<file path="src/hdl/lsq_pkg.sv">
// Shared types of the queue; sequence numbers are assumed wide enough never to wrap in a run
`default_nettype none

package lsq_pkg;

	// ======================================================================
	// Widths with a meaning of their own
	// ======================================================================

	// Physical address of a load or a store
	typedef logic [31:0] padr_t;

	// Program-order sequence number given out at allocation
	// Older operations always hold the smaller number
	typedef logic [15:0] seq_t;

	// Queue depth used when the top level is not told otherwise
	localparam int LSQ_ENTRIES_DEF = 8;

	// ======================================================================
	// Queue entry and configuration
	// ======================================================================

	// One queue entry as the overlap checker sees it
	// The address and the sequence number are only meaningful while valid is set
	typedef struct packed {
		logic  valid;
		logic  load;
		logic  agen;
		padr_t padr;
		seq_t  sn;
	} lsq_entry_t;

	// Checker settings
	// With line_gran clear the compare works on 16-byte blocks, bits 31 down to 4
	// With line_gran set it works on 64-byte lines, bits 31 down to 6
	typedef struct packed {
		logic line_gran;
		logic loads_may_overlap;
	} lsq_cfg_t;

	// Out of reset the checker compares 16-byte blocks and lets loads pass each other
	localparam lsq_cfg_t LSQ_CFG_RESET = '{
		line_gran:         1'b0,
		loads_may_overlap: 1'b1
	};

endpackage

`default_nettype wire

</file>
<file path="src/hdl/lsq_cfg.sv">
// Checker configuration register; a write steers queries only from the cycle after the write
`timescale 1ns/1ps
`default_nettype none

module lsq_cfg (
	input  wire                    clk,
	input  wire                    arst_n,
	input  wire                    cfg_wr,
	input  wire lsq_pkg::lsq_cfg_t cfg_data,
	output lsq_pkg::lsq_cfg_t      cfg
);
	import lsq_pkg::*;

	// Current settings, read by the checker in every cycle
	lsq_cfg_t cfg_q;

	// ======================================================================
	// Register
	// ======================================================================

	// The whole word is written at once, there are no partial updates
	always_ff @(posedge clk or negedge arst_n) begin
		if (!arst_n) begin
			cfg_q <= LSQ_CFG_RESET;
		end else if (cfg_wr) begin
			cfg_q <= cfg_data;
		end
	end

	// The checker sees the register directly with no further decode
	assign cfg = cfg_q;

	// ======================================================================
	// Checks
	// ======================================================================

	// The settings only move on a write, so a query result cannot change
	// behind the back of the issue logic
	a_cfg_hold: assert property (@(posedge clk) disable iff (!arst_n)
		!cfg_wr |=> $stable(cfg))
		else $error("lsq_cfg changed without a write");

endmodule

`default_nettype wire

</file>
<file path="src/hdl/lsq_queue.sv">
// Entry storage of the load/store queue; alloc while full is dropped and wrap of sn is not handled
`timescale 1ns/1ps
`default_nettype none

module lsq_queue #(
	parameter  int LSQ_ENTRIES = lsq_pkg::LSQ_ENTRIES_DEF,
	localparam int NDX_W       = $clog2(LSQ_ENTRIES)
) (
	input  wire                  clk,
	input  wire                  arst_n,
	input  wire                  alloc,
	input  wire                  alloc_load,
	output logic [NDX_W-1:0]     alloc_ndx,
	output logic                 full,
	input  wire                  agen_wr,
	input  wire  [NDX_W-1:0]     agen_ndx,
	input  wire  lsq_pkg::padr_t agen_padr,
	input  wire                  done_wr,
	input  wire  [NDX_W-1:0]     done_ndx,
	output lsq_pkg::lsq_entry_t  entries [LSQ_ENTRIES]
);
	import lsq_pkg::*;

	// Per-entry state bits that must be known after reset
	logic [LSQ_ENTRIES-1:0] valid_q;
	logic [LSQ_ENTRIES-1:0] agen_q;

	// Per-entry payload, only read while the entry is valid
	logic [LSQ_ENTRIES-1:0] load_q;
	padr_t                  padr_q [LSQ_ENTRIES];
	seq_t                   sn_q   [LSQ_ENTRIES];

	// Next sequence number to hand out
	seq_t seq_cnt_q;

	// Result of the free slot search
	logic free_found;
	logic alloc_ok;

	// ======================================================================
	// Free slot search
	// ======================================================================

	// The lowest free slot wins
	// Once a slot has been found the later ones are ignored
	always_comb begin
		alloc_ndx  = '0;
		free_found = 1'b0;
		for (int i = 0; i < LSQ_ENTRIES; i++) begin
			if (!valid_q[i] && !free_found) begin
				alloc_ndx  = NDX_W'(i);
				free_found = 1'b1;
			end
		end
	end

	// No free slot means every entry is live
	assign full = ~free_found;

	// An allocation while full is dropped here as well as flagged below
	assign alloc_ok = alloc && free_found;

	// ======================================================================
	// Entry state and sequence counter
	// ======================================================================

	// A new entry starts without an address
	// The address write and the retire never touch the slot being allocated,
	// since both only address live entries
	always_ff @(posedge clk or negedge arst_n) begin
		if (!arst_n) begin
			valid_q   <= '0;
			agen_q    <= '0;
			seq_cnt_q <= '0;
		end else begin
			if (alloc_ok) begin
				valid_q[alloc_ndx] <= 1'b1;
				agen_q[alloc_ndx]  <= 1'b0;
				seq_cnt_q          <= seq_cnt_q + seq_t'(1);
			end
			if (agen_wr) begin
				agen_q[agen_ndx] <= 1'b1;
			end
			// Retire frees the slot for the next cycle
			if (done_wr) begin
				valid_q[done_ndx] <= 1'b0;
			end
		end
	end

	// Payload is written with the strobe that makes it meaningful
	always_ff @(posedge clk) begin
		if (alloc_ok) begin
			load_q[alloc_ndx] <= alloc_load;
			sn_q[alloc_ndx]   <= seq_cnt_q;
		end
		if (agen_wr) begin
			padr_q[agen_ndx] <= agen_padr;
		end
	end

	// Gather the fields into the entry view for the checker
	always_comb begin
		for (int i = 0; i < LSQ_ENTRIES; i++) begin
			entries[i].valid = valid_q[i];
			entries[i].load  = load_q[i];
			entries[i].agen  = agen_q[i];
			entries[i].padr  = padr_q[i];
			entries[i].sn    = sn_q[i];
		end
	end

	// ======================================================================
	// Checks
	// ======================================================================

	// The issue logic has to watch full before it allocates
	a_no_alloc_full: assert property (@(posedge clk) disable iff (!arst_n)
		alloc |-> !full)
		else $error("lsq_queue alloc while full");

	// An address can only be written to an entry that was allocated earlier
	a_agen_live: assert property (@(posedge clk) disable iff (!arst_n)
		agen_wr |-> valid_q[agen_ndx])
		else $error("lsq_queue agen_wr to a free slot");

	// A retire can only name an entry that is still live
	a_done_live: assert property (@(posedge clk) disable iff (!arst_n)
		done_wr |-> valid_q[done_ndx])
		else $error("lsq_queue done_wr to a free slot");

	// A retire and an allocation of the same slot in one cycle would lose the new entry
	a_done_not_alloc: assert property (@(posedge clk) disable iff (!arst_n)
		(alloc_ok && done_wr) |-> (done_ndx != alloc_ndx))
		else $error("lsq_queue done_wr hits the slot being allocated");

endmodule

`default_nettype wire

</file>
<file path="src/hdl/lsq_overlap_check.sv">
// Combinational overlap check of one queried entry; the result is only meaningful for a live, generated entry
`timescale 1ns/1ps
`default_nettype none

module lsq_overlap_check #(
	parameter  int LSQ_ENTRIES = lsq_pkg::LSQ_ENTRIES_DEF,
	localparam int NDX_W       = $clog2(LSQ_ENTRIES)
) (
	input  wire lsq_pkg::lsq_entry_t entries [LSQ_ENTRIES],
	input  wire lsq_pkg::lsq_cfg_t   cfg,
	input  wire [NDX_W-1:0]          query_ndx,
	output logic                     has_overlap
);
	import lsq_pkg::*;

	// Address masks for the two compare granularities
	localparam padr_t BLK16_MASK = ~padr_t'(32'h0000_000F);
	localparam padr_t BLK64_MASK = ~padr_t'(32'h0000_003F);

	// The entry under test
	lsq_entry_t qry;

	// Mask that drops the offset inside a block or line
	padr_t blk_mask;

	// Per-entry reasons to hold the queried operation back
	logic [LSQ_ENTRIES-1:0] older;
	logic [LSQ_ENTRIES-1:0] unknown;
	logic [LSQ_ENTRIES-1:0] same_blk;
	logic [LSQ_ENTRIES-1:0] conflict;

	assign qry      = entries[query_ndx];
	assign blk_mask = cfg.line_gran ? BLK64_MASK : BLK16_MASK;

	// ======================================================================
	// Scan of all entries
	// ======================================================================

	always_comb begin
		for (int n = 0; n < LSQ_ENTRIES; n++) begin
			// Retired entries and younger operations never hold the query back
			// The queried entry itself drops out here since its sn is not smaller
			older[n] = entries[n].valid && (entries[n].sn < qry.sn);

			// Without an address nothing is known, so assume the worst
			unknown[n] = older[n] && !entries[n].agen;

			// Same block or line as the query at the configured granularity
			same_blk[n] = (entries[n].padr & blk_mask) == (qry.padr & blk_mask);

			// A matching older entry blocks unless both are loads and that is allowed
			conflict[n] = older[n] && entries[n].agen && same_blk[n] &&
				!(entries[n].load && qry.load && cfg.loads_may_overlap);
		end
	end

	// Any single reason is enough to make the operation wait
	assign has_overlap = |(unknown | conflict);

endmodule

`default_nettype wire

</file>
<file path="src/hdl/lsq_top.sv">
// Load/store queue with overlap check; query_ndx must name a live entry with an address when it moves
`timescale 1ns/1ps
`default_nettype none

module lsq_top #(
	parameter  int LSQ_ENTRIES = lsq_pkg::LSQ_ENTRIES_DEF,
	localparam int NDX_W       = $clog2(LSQ_ENTRIES)
) (
	input  wire                    clk,
	input  wire                    arst_n,
	// Configuration write
	input  wire                    cfg_wr,
	input  wire lsq_pkg::lsq_cfg_t cfg_data,
	// Allocation in program order
	input  wire                    alloc,
	input  wire                    alloc_load,
	output logic [NDX_W-1:0]       alloc_ndx,
	output logic                   full,
	// Address generation result
	input  wire                    agen_wr,
	input  wire [NDX_W-1:0]        agen_ndx,
	input  wire lsq_pkg::padr_t    agen_padr,
	// Retire
	input  wire                    done_wr,
	input  wire [NDX_W-1:0]        done_ndx,
	// Overlap query
	input  wire [NDX_W-1:0]        query_ndx,
	output logic                   has_overlap
);
	import lsq_pkg::*;

	// Entry view from the queue to the checker
	lsq_entry_t entries [LSQ_ENTRIES];

	// Current checker settings
	lsq_cfg_t cfg;

	// ======================================================================
	// Blocks
	// ======================================================================

	lsq_cfg i_cfg (
		.clk      (clk),
		.arst_n   (arst_n),
		.cfg_wr   (cfg_wr),
		.cfg_data (cfg_data),
		.cfg      (cfg)
	);

	lsq_queue #(
		.LSQ_ENTRIES (LSQ_ENTRIES)
	) i_queue (
		.clk        (clk),
		.arst_n     (arst_n),
		.alloc      (alloc),
		.alloc_load (alloc_load),
		.alloc_ndx  (alloc_ndx),
		.full       (full),
		.agen_wr    (agen_wr),
		.agen_ndx   (agen_ndx),
		.agen_padr  (agen_padr),
		.done_wr    (done_wr),
		.done_ndx   (done_ndx),
		.entries    (entries)
	);

	lsq_overlap_check #(
		.LSQ_ENTRIES (LSQ_ENTRIES)
	) i_check (
		.entries     (entries),
		.cfg         (cfg),
		.query_ndx   (query_ndx),
		.has_overlap (has_overlap)
	);

	// A new query is presented when query_ndx moves
	// It must then name an entry that the queue holds with its address written
	a_query_live: assert property (@(posedge clk) disable iff (!arst_n)
		!$stable(query_ndx) |-> (entries[query_ndx].valid && entries[query_ndx].agen))
		else $error("lsq_top query of an entry that is free or has no address");

endmodule

`default_nettype wire

</file>
<file path="config.mk">
export PLATFORM = sky130hd
export DESIGN_NAME = lsq_top
export DESIGN_NICKNAME = d
export VERILOG_FILES = /design/src/hdl/lsq_pkg.sv /design/src/hdl/lsq_cfg.sv /design/src/hdl/lsq_queue.sv /design/src/hdl/lsq_overlap_check.sv /design/src/hdl/lsq_top.sv
export SDC_FILE = /design/constraint.sdc
export NUM_CORES = 1
export LEC_CHECK = 0
export BUFFER_PORTS_ARGS = -buffer_cell sky130_fd_sc_hd__buf_2
export CORE_ASPECT_RATIO = 1.25
export CORE_MARGIN = 2
export CORE_UTILIZATION = 35
export CTS_CLUSTER_DIAMETER = 40
export DETAILED_ROUTE_END_ITERATION = 8
export PLACE_DENSITY_LB_ADDON = 0.1
export REMOVE_ABC_BUFFERS = 1
export SYNTH_ARGS = -nofsm -noshare
export SYNTH_HDL_FRONTEND = slang
export SYNTH_SLANG_ARGS = --single-unit
export TNS_END_PERCENT = 10
</file>
<file path="constraint.sdc">
create_clock -name clk -period 4.3 [get_ports clk]
set_input_delay 0 -clock clk [delete_from_list [all_inputs] [get_ports clk]]
set_output_delay 0 -clock clk [all_outputs]
set_load 0.01 [all_outputs]
</file>
==> metrics.md <==
| Metric | Value |
|---|---|
| Fin cells | `2,547` |
| ANT nets after route | `0` |
| Worst Setup SP | `i_queue.padr_q[7][23]` |
| Placement row count | `100` |
| Max-Slew Margin vs Limit | `0.311` |
| Worst R2R End | `i_queue.valid_q[4]` |
| TritonRoute pass-1 iters | `5` |
| CTS sink count | `394` |
| Postcts setup bufs | `0` |
| Status | `finished, final reports clean` |
| Vias per cell | `5.48` |
| Crit end category | `output pin` |
| Post-Synth XOR/XNOR Area | `0.0696` |
| Synthesized instance count | `1,523` |
| R2R depth | `11` |
| Fin Clk Skew | `0.0253 ns` |
| Final net count | `1,902` |
| Final setup fails | `0` |
| F_max | `247 MHz` |
| Port buffer count | `50` |
| P&R area growth vs syn | `22.1%` |
| Setup crit start kind | `register` |
| Commonest non-fill, non-tap cell in the layout | `edfxtp_1` |
| GRT Total Usage | `0.225` |
| Synth Area per Inst | `13.7 µm²` |
| DRC | `0` |
| P_leak | `0.00920 µW` |
| Final WS setup | `0.245 ns` |
| Num CTS Buffers | `66` |
| Crit share post-route | `0.943` |
| Die width | `222 µm` |
| Adder-cell share of the synthesized area | `0.0725` |
| Largest net degree at the start of global routing | `36` |
| Setup TNS | `0 ns` |
| Critical path destination | `has_overlap` |
| Final Critical Period | `4.05 ns` |
| Hold Crit Class | `primary input to asynchronous set/reset pin` |
| Hold Fails Final Rpt | `0` |
| EDFF count, synth | `360` |
| Largest fanout on the critical path | `7` |
| Final wirelength | `68.8 mm` |
| Post-synthesis mux area share | `0.105` |
| Via Count | `13,900` |
| Post-synthesis sequential area ratio | `0.559` |
| Commonest cells after routing, fill and taps aside | `edfxtp_1, ha_1, xnor2_1, o21ai_0, mux2_2` |
| Worst EP required | `4.30 ns` |
| Worst Tran Pin Value | `1.03 ns` |
| Yosys warnings | `0` |
| Gpl congestion | `0.934` |
| First-pass GRT wire length | `100 mm` |
| Max Root-Sink Buffers | `3` |
| Core area | `59,300 µm²` |
| Setup WS pre-CTS | `0.254 ns` |
| Max-slew violation count | `0` |
| Root buffer cell | `clkbuf_16` |
| DR iter-0 viols | `1,052` |
| Drt wl/cell | `27.0 µm` |
| Ys flop type | `edfxtp_1` |
| Gr ovfl total | `0` |
| Compound-Gate Fraction of Synth Area | `0.0910` |
| PD cells | `514 nW/µm²` |
| Vias in the first global route | `14,600` |
| Main combinational cell family by area after synthesis | `multiplexers` |
| Post-detail-place hpwl | `50.8 mm` |
| I/O pins | `55` |
| Synthesized area | `20,900 µm²` |
| Seq cells post-synth | `394` |
| VDD IR max | `0.275 mV` |
| Clock latency on the worst-skew pair | `0.60 ns` |
| Synth unique cells | `66` |
| Post-synthesis simple-gate area fraction | `0.0882` |
| Arrival time worst endpoint | `4.05 ns` |
| R2R Path Start | `i_queue.valid_q[1]` |
| Die Area | `61,600 µm²` |
| Die height | `277 µm` |
| CTS tree | `built` |
| CP Class | `register to output pin` |
| Reg clk slew, reported paths | `0.05 ns` |
| Final Cell Area | `25,500 µm²` |
| Reported max-cap violation count | `0` |
| Layout cells sized above 1 | `0.231` |
| Dpl cell area | `22,700 µm²` |
| Initial antenna violation count | `2` |
| Initial core utilization | `0.352` |
| # H-tree levels | `3` |
| Post-Place Cells | `2,382` |
| Async SR Flop Fraction | `0.0863` |
| Reg2reg setup slack | `1.34 ns` |
-- per-stage QoR --
step | hold WS [ns] | util | power (µW)
detailed placement | 0.168 | 0.383 | 7760
floorplan | -0.296 | - | 6480
global route | 0.0562 | 0.430 | 13700
global placement | 0.157 | 0.383 | 7750
CTS | 0.00855 | 0.428 | 13200
finish | 0.0471 | 0.430 | 13100
-- timing repair --
action,in CTS,in global routing
gates cloned,0,0
setup endpoints to repair,1,1
endpoints found under the hold margin,298,0
resized for setup,1,10
hold buffers,46,0
-- how the worst min path moves through the flow --
stage / from / to / slack, ns / depth (start not counted)
floorplan: arst_n / i_cfg.cfg[1] / -0.30 / 0
global placement: arst_n / i_queue.seq_cnt_q[10] / 0.16 / 1
detailed placement: arst_n / i_queue.seq_cnt_q[10] / 0.17 / 1
CTS: agen_wr / i_queue.agen_q[7] / 0.009 / 3
global route: agen_wr / i_queue.agen_q[7] / 0.06 / 3
finish: arst_n / i_queue.seq_cnt_q[9] / 0.05 / 2
-- synthesized netlist by cell type, types with 3 or more instances --
library cell  count  share of area
o22ai_1          50          0.015
mux4_2           35          0.038
a21o_1           30          0.011
nand4b_1         16         0.0067
mux2_2           88          0.047
o21a_1            7         0.0025
nand3_1          16         0.0038
nor3_1           32         0.0077
a31oi_1           6         0.0018
nor2b_1          13         0.0039
o2111ai_1         6         0.0025
buf_2            24         0.0058
buf_6             5         0.0027
o22a_1            6         0.0025
ha_1            121          0.073
a211oi_1          7         0.0025
and3_1           10         0.0030
or2_2            11         0.0033
inv_1            13         0.0023
a22o_1            4         0.0017
a2111oi_0         9         0.0038
nor2_1           46         0.0083
a21oi_1          39         0.0094
o2bb2ai_1         3         0.0013
xnor2_1         103          0.043
o32a_1            4         0.0019
xor2_1           63          0.026
dfrtp_1          33          0.040
or3_1            35          0.010
buf_1             5        0.00090
edfxtp_1        360           0.52
nor4_1           26         0.0078
and4_1            5         0.0021
o211ai_1          4         0.0014
o21ai_0          89          0.021
clkbuf_1          9         0.0016
mux2i_1          40          0.019
nand2b_1         12         0.0036
a21boi_0          3         0.0011
buf_4             3         0.0011
a22oi_1          14         0.0050
or4_1             4         0.0014
nand4_1          43          0.013
nor4b_1           5         0.0021
nand2_1          38         0.0068
-- critical path, stage by stage, from the launching register on --
cell	delay [ns]
edfxtp_1	0.37
mux2i_1	0.08
a22oi_1	0.45
nand2_1	0.31
xnor2_1	0.23
nor4_2	0.60
nand4_1	0.24
o41ai_2	0.58
buf_4	0.19
a221oi_1	0.08
nand4_1	0.17
buf_2	0.16
-- layer usage --
layer / track usage / share of wire / vias to the layer above
met5: 0 / 0.00016 / -
met4: 0.102 / 0.043 / 2
met3: 0.0299 / 0.040 / 123
met2: 0.418 / 0.53 / 367
met1: 0.255 / 0.39 / 6929
li1: - / - / 6524
-- state kept, by name (all words and copies together) (netlist names) --
register           cells
i_cfg.cfg              2
i_queue.sn_q         128
i_queue.valid_q        8
i_queue.agen_q         8
i_queue.seq_cnt_q     16
i_queue.load_q         8
i_queue.padr_q       224
-- area by class of cell --
type | instances | area [µm²]
Inverter | 13 | 48.8
Timing Repair Buffer | 186 | 1520
Multi-Input combinational cell | 1070 | 9070
Fill cell | 5497 | 33800
Clock inverter | 45 | 514
Clock buffer | 73 | 1710
Tap cell | 765 | 957
Antenna cell | 1 | 2.50
Sequential cell | 394 | 11700
-- kinds of logic (layout without fill, tap and decap cells) --
| kind of cell | after synthesis | after routing |
|---|---|---|
| flops | 394 | 394 |
| simple gates | 323 | 323 |
| compound gates | 296 | 296 |
| xor+xnor | 166 | 166 |
| mux | 164 | 164 |
| fa+ha+maj | 121 | 121 |
| buf+inv | 59 | 317 |
| other cells | 0 | 1 |
-- power by group --
group	switching, µW	leakage (µW)	internal (µW)
clock	1980	0.00108	3340
sequential	363	0.00371	4700
combinational	1610	0.00441	1090
total	3960	0.00920	9130
Note: power is estimated with default switching activity, not from simulation.
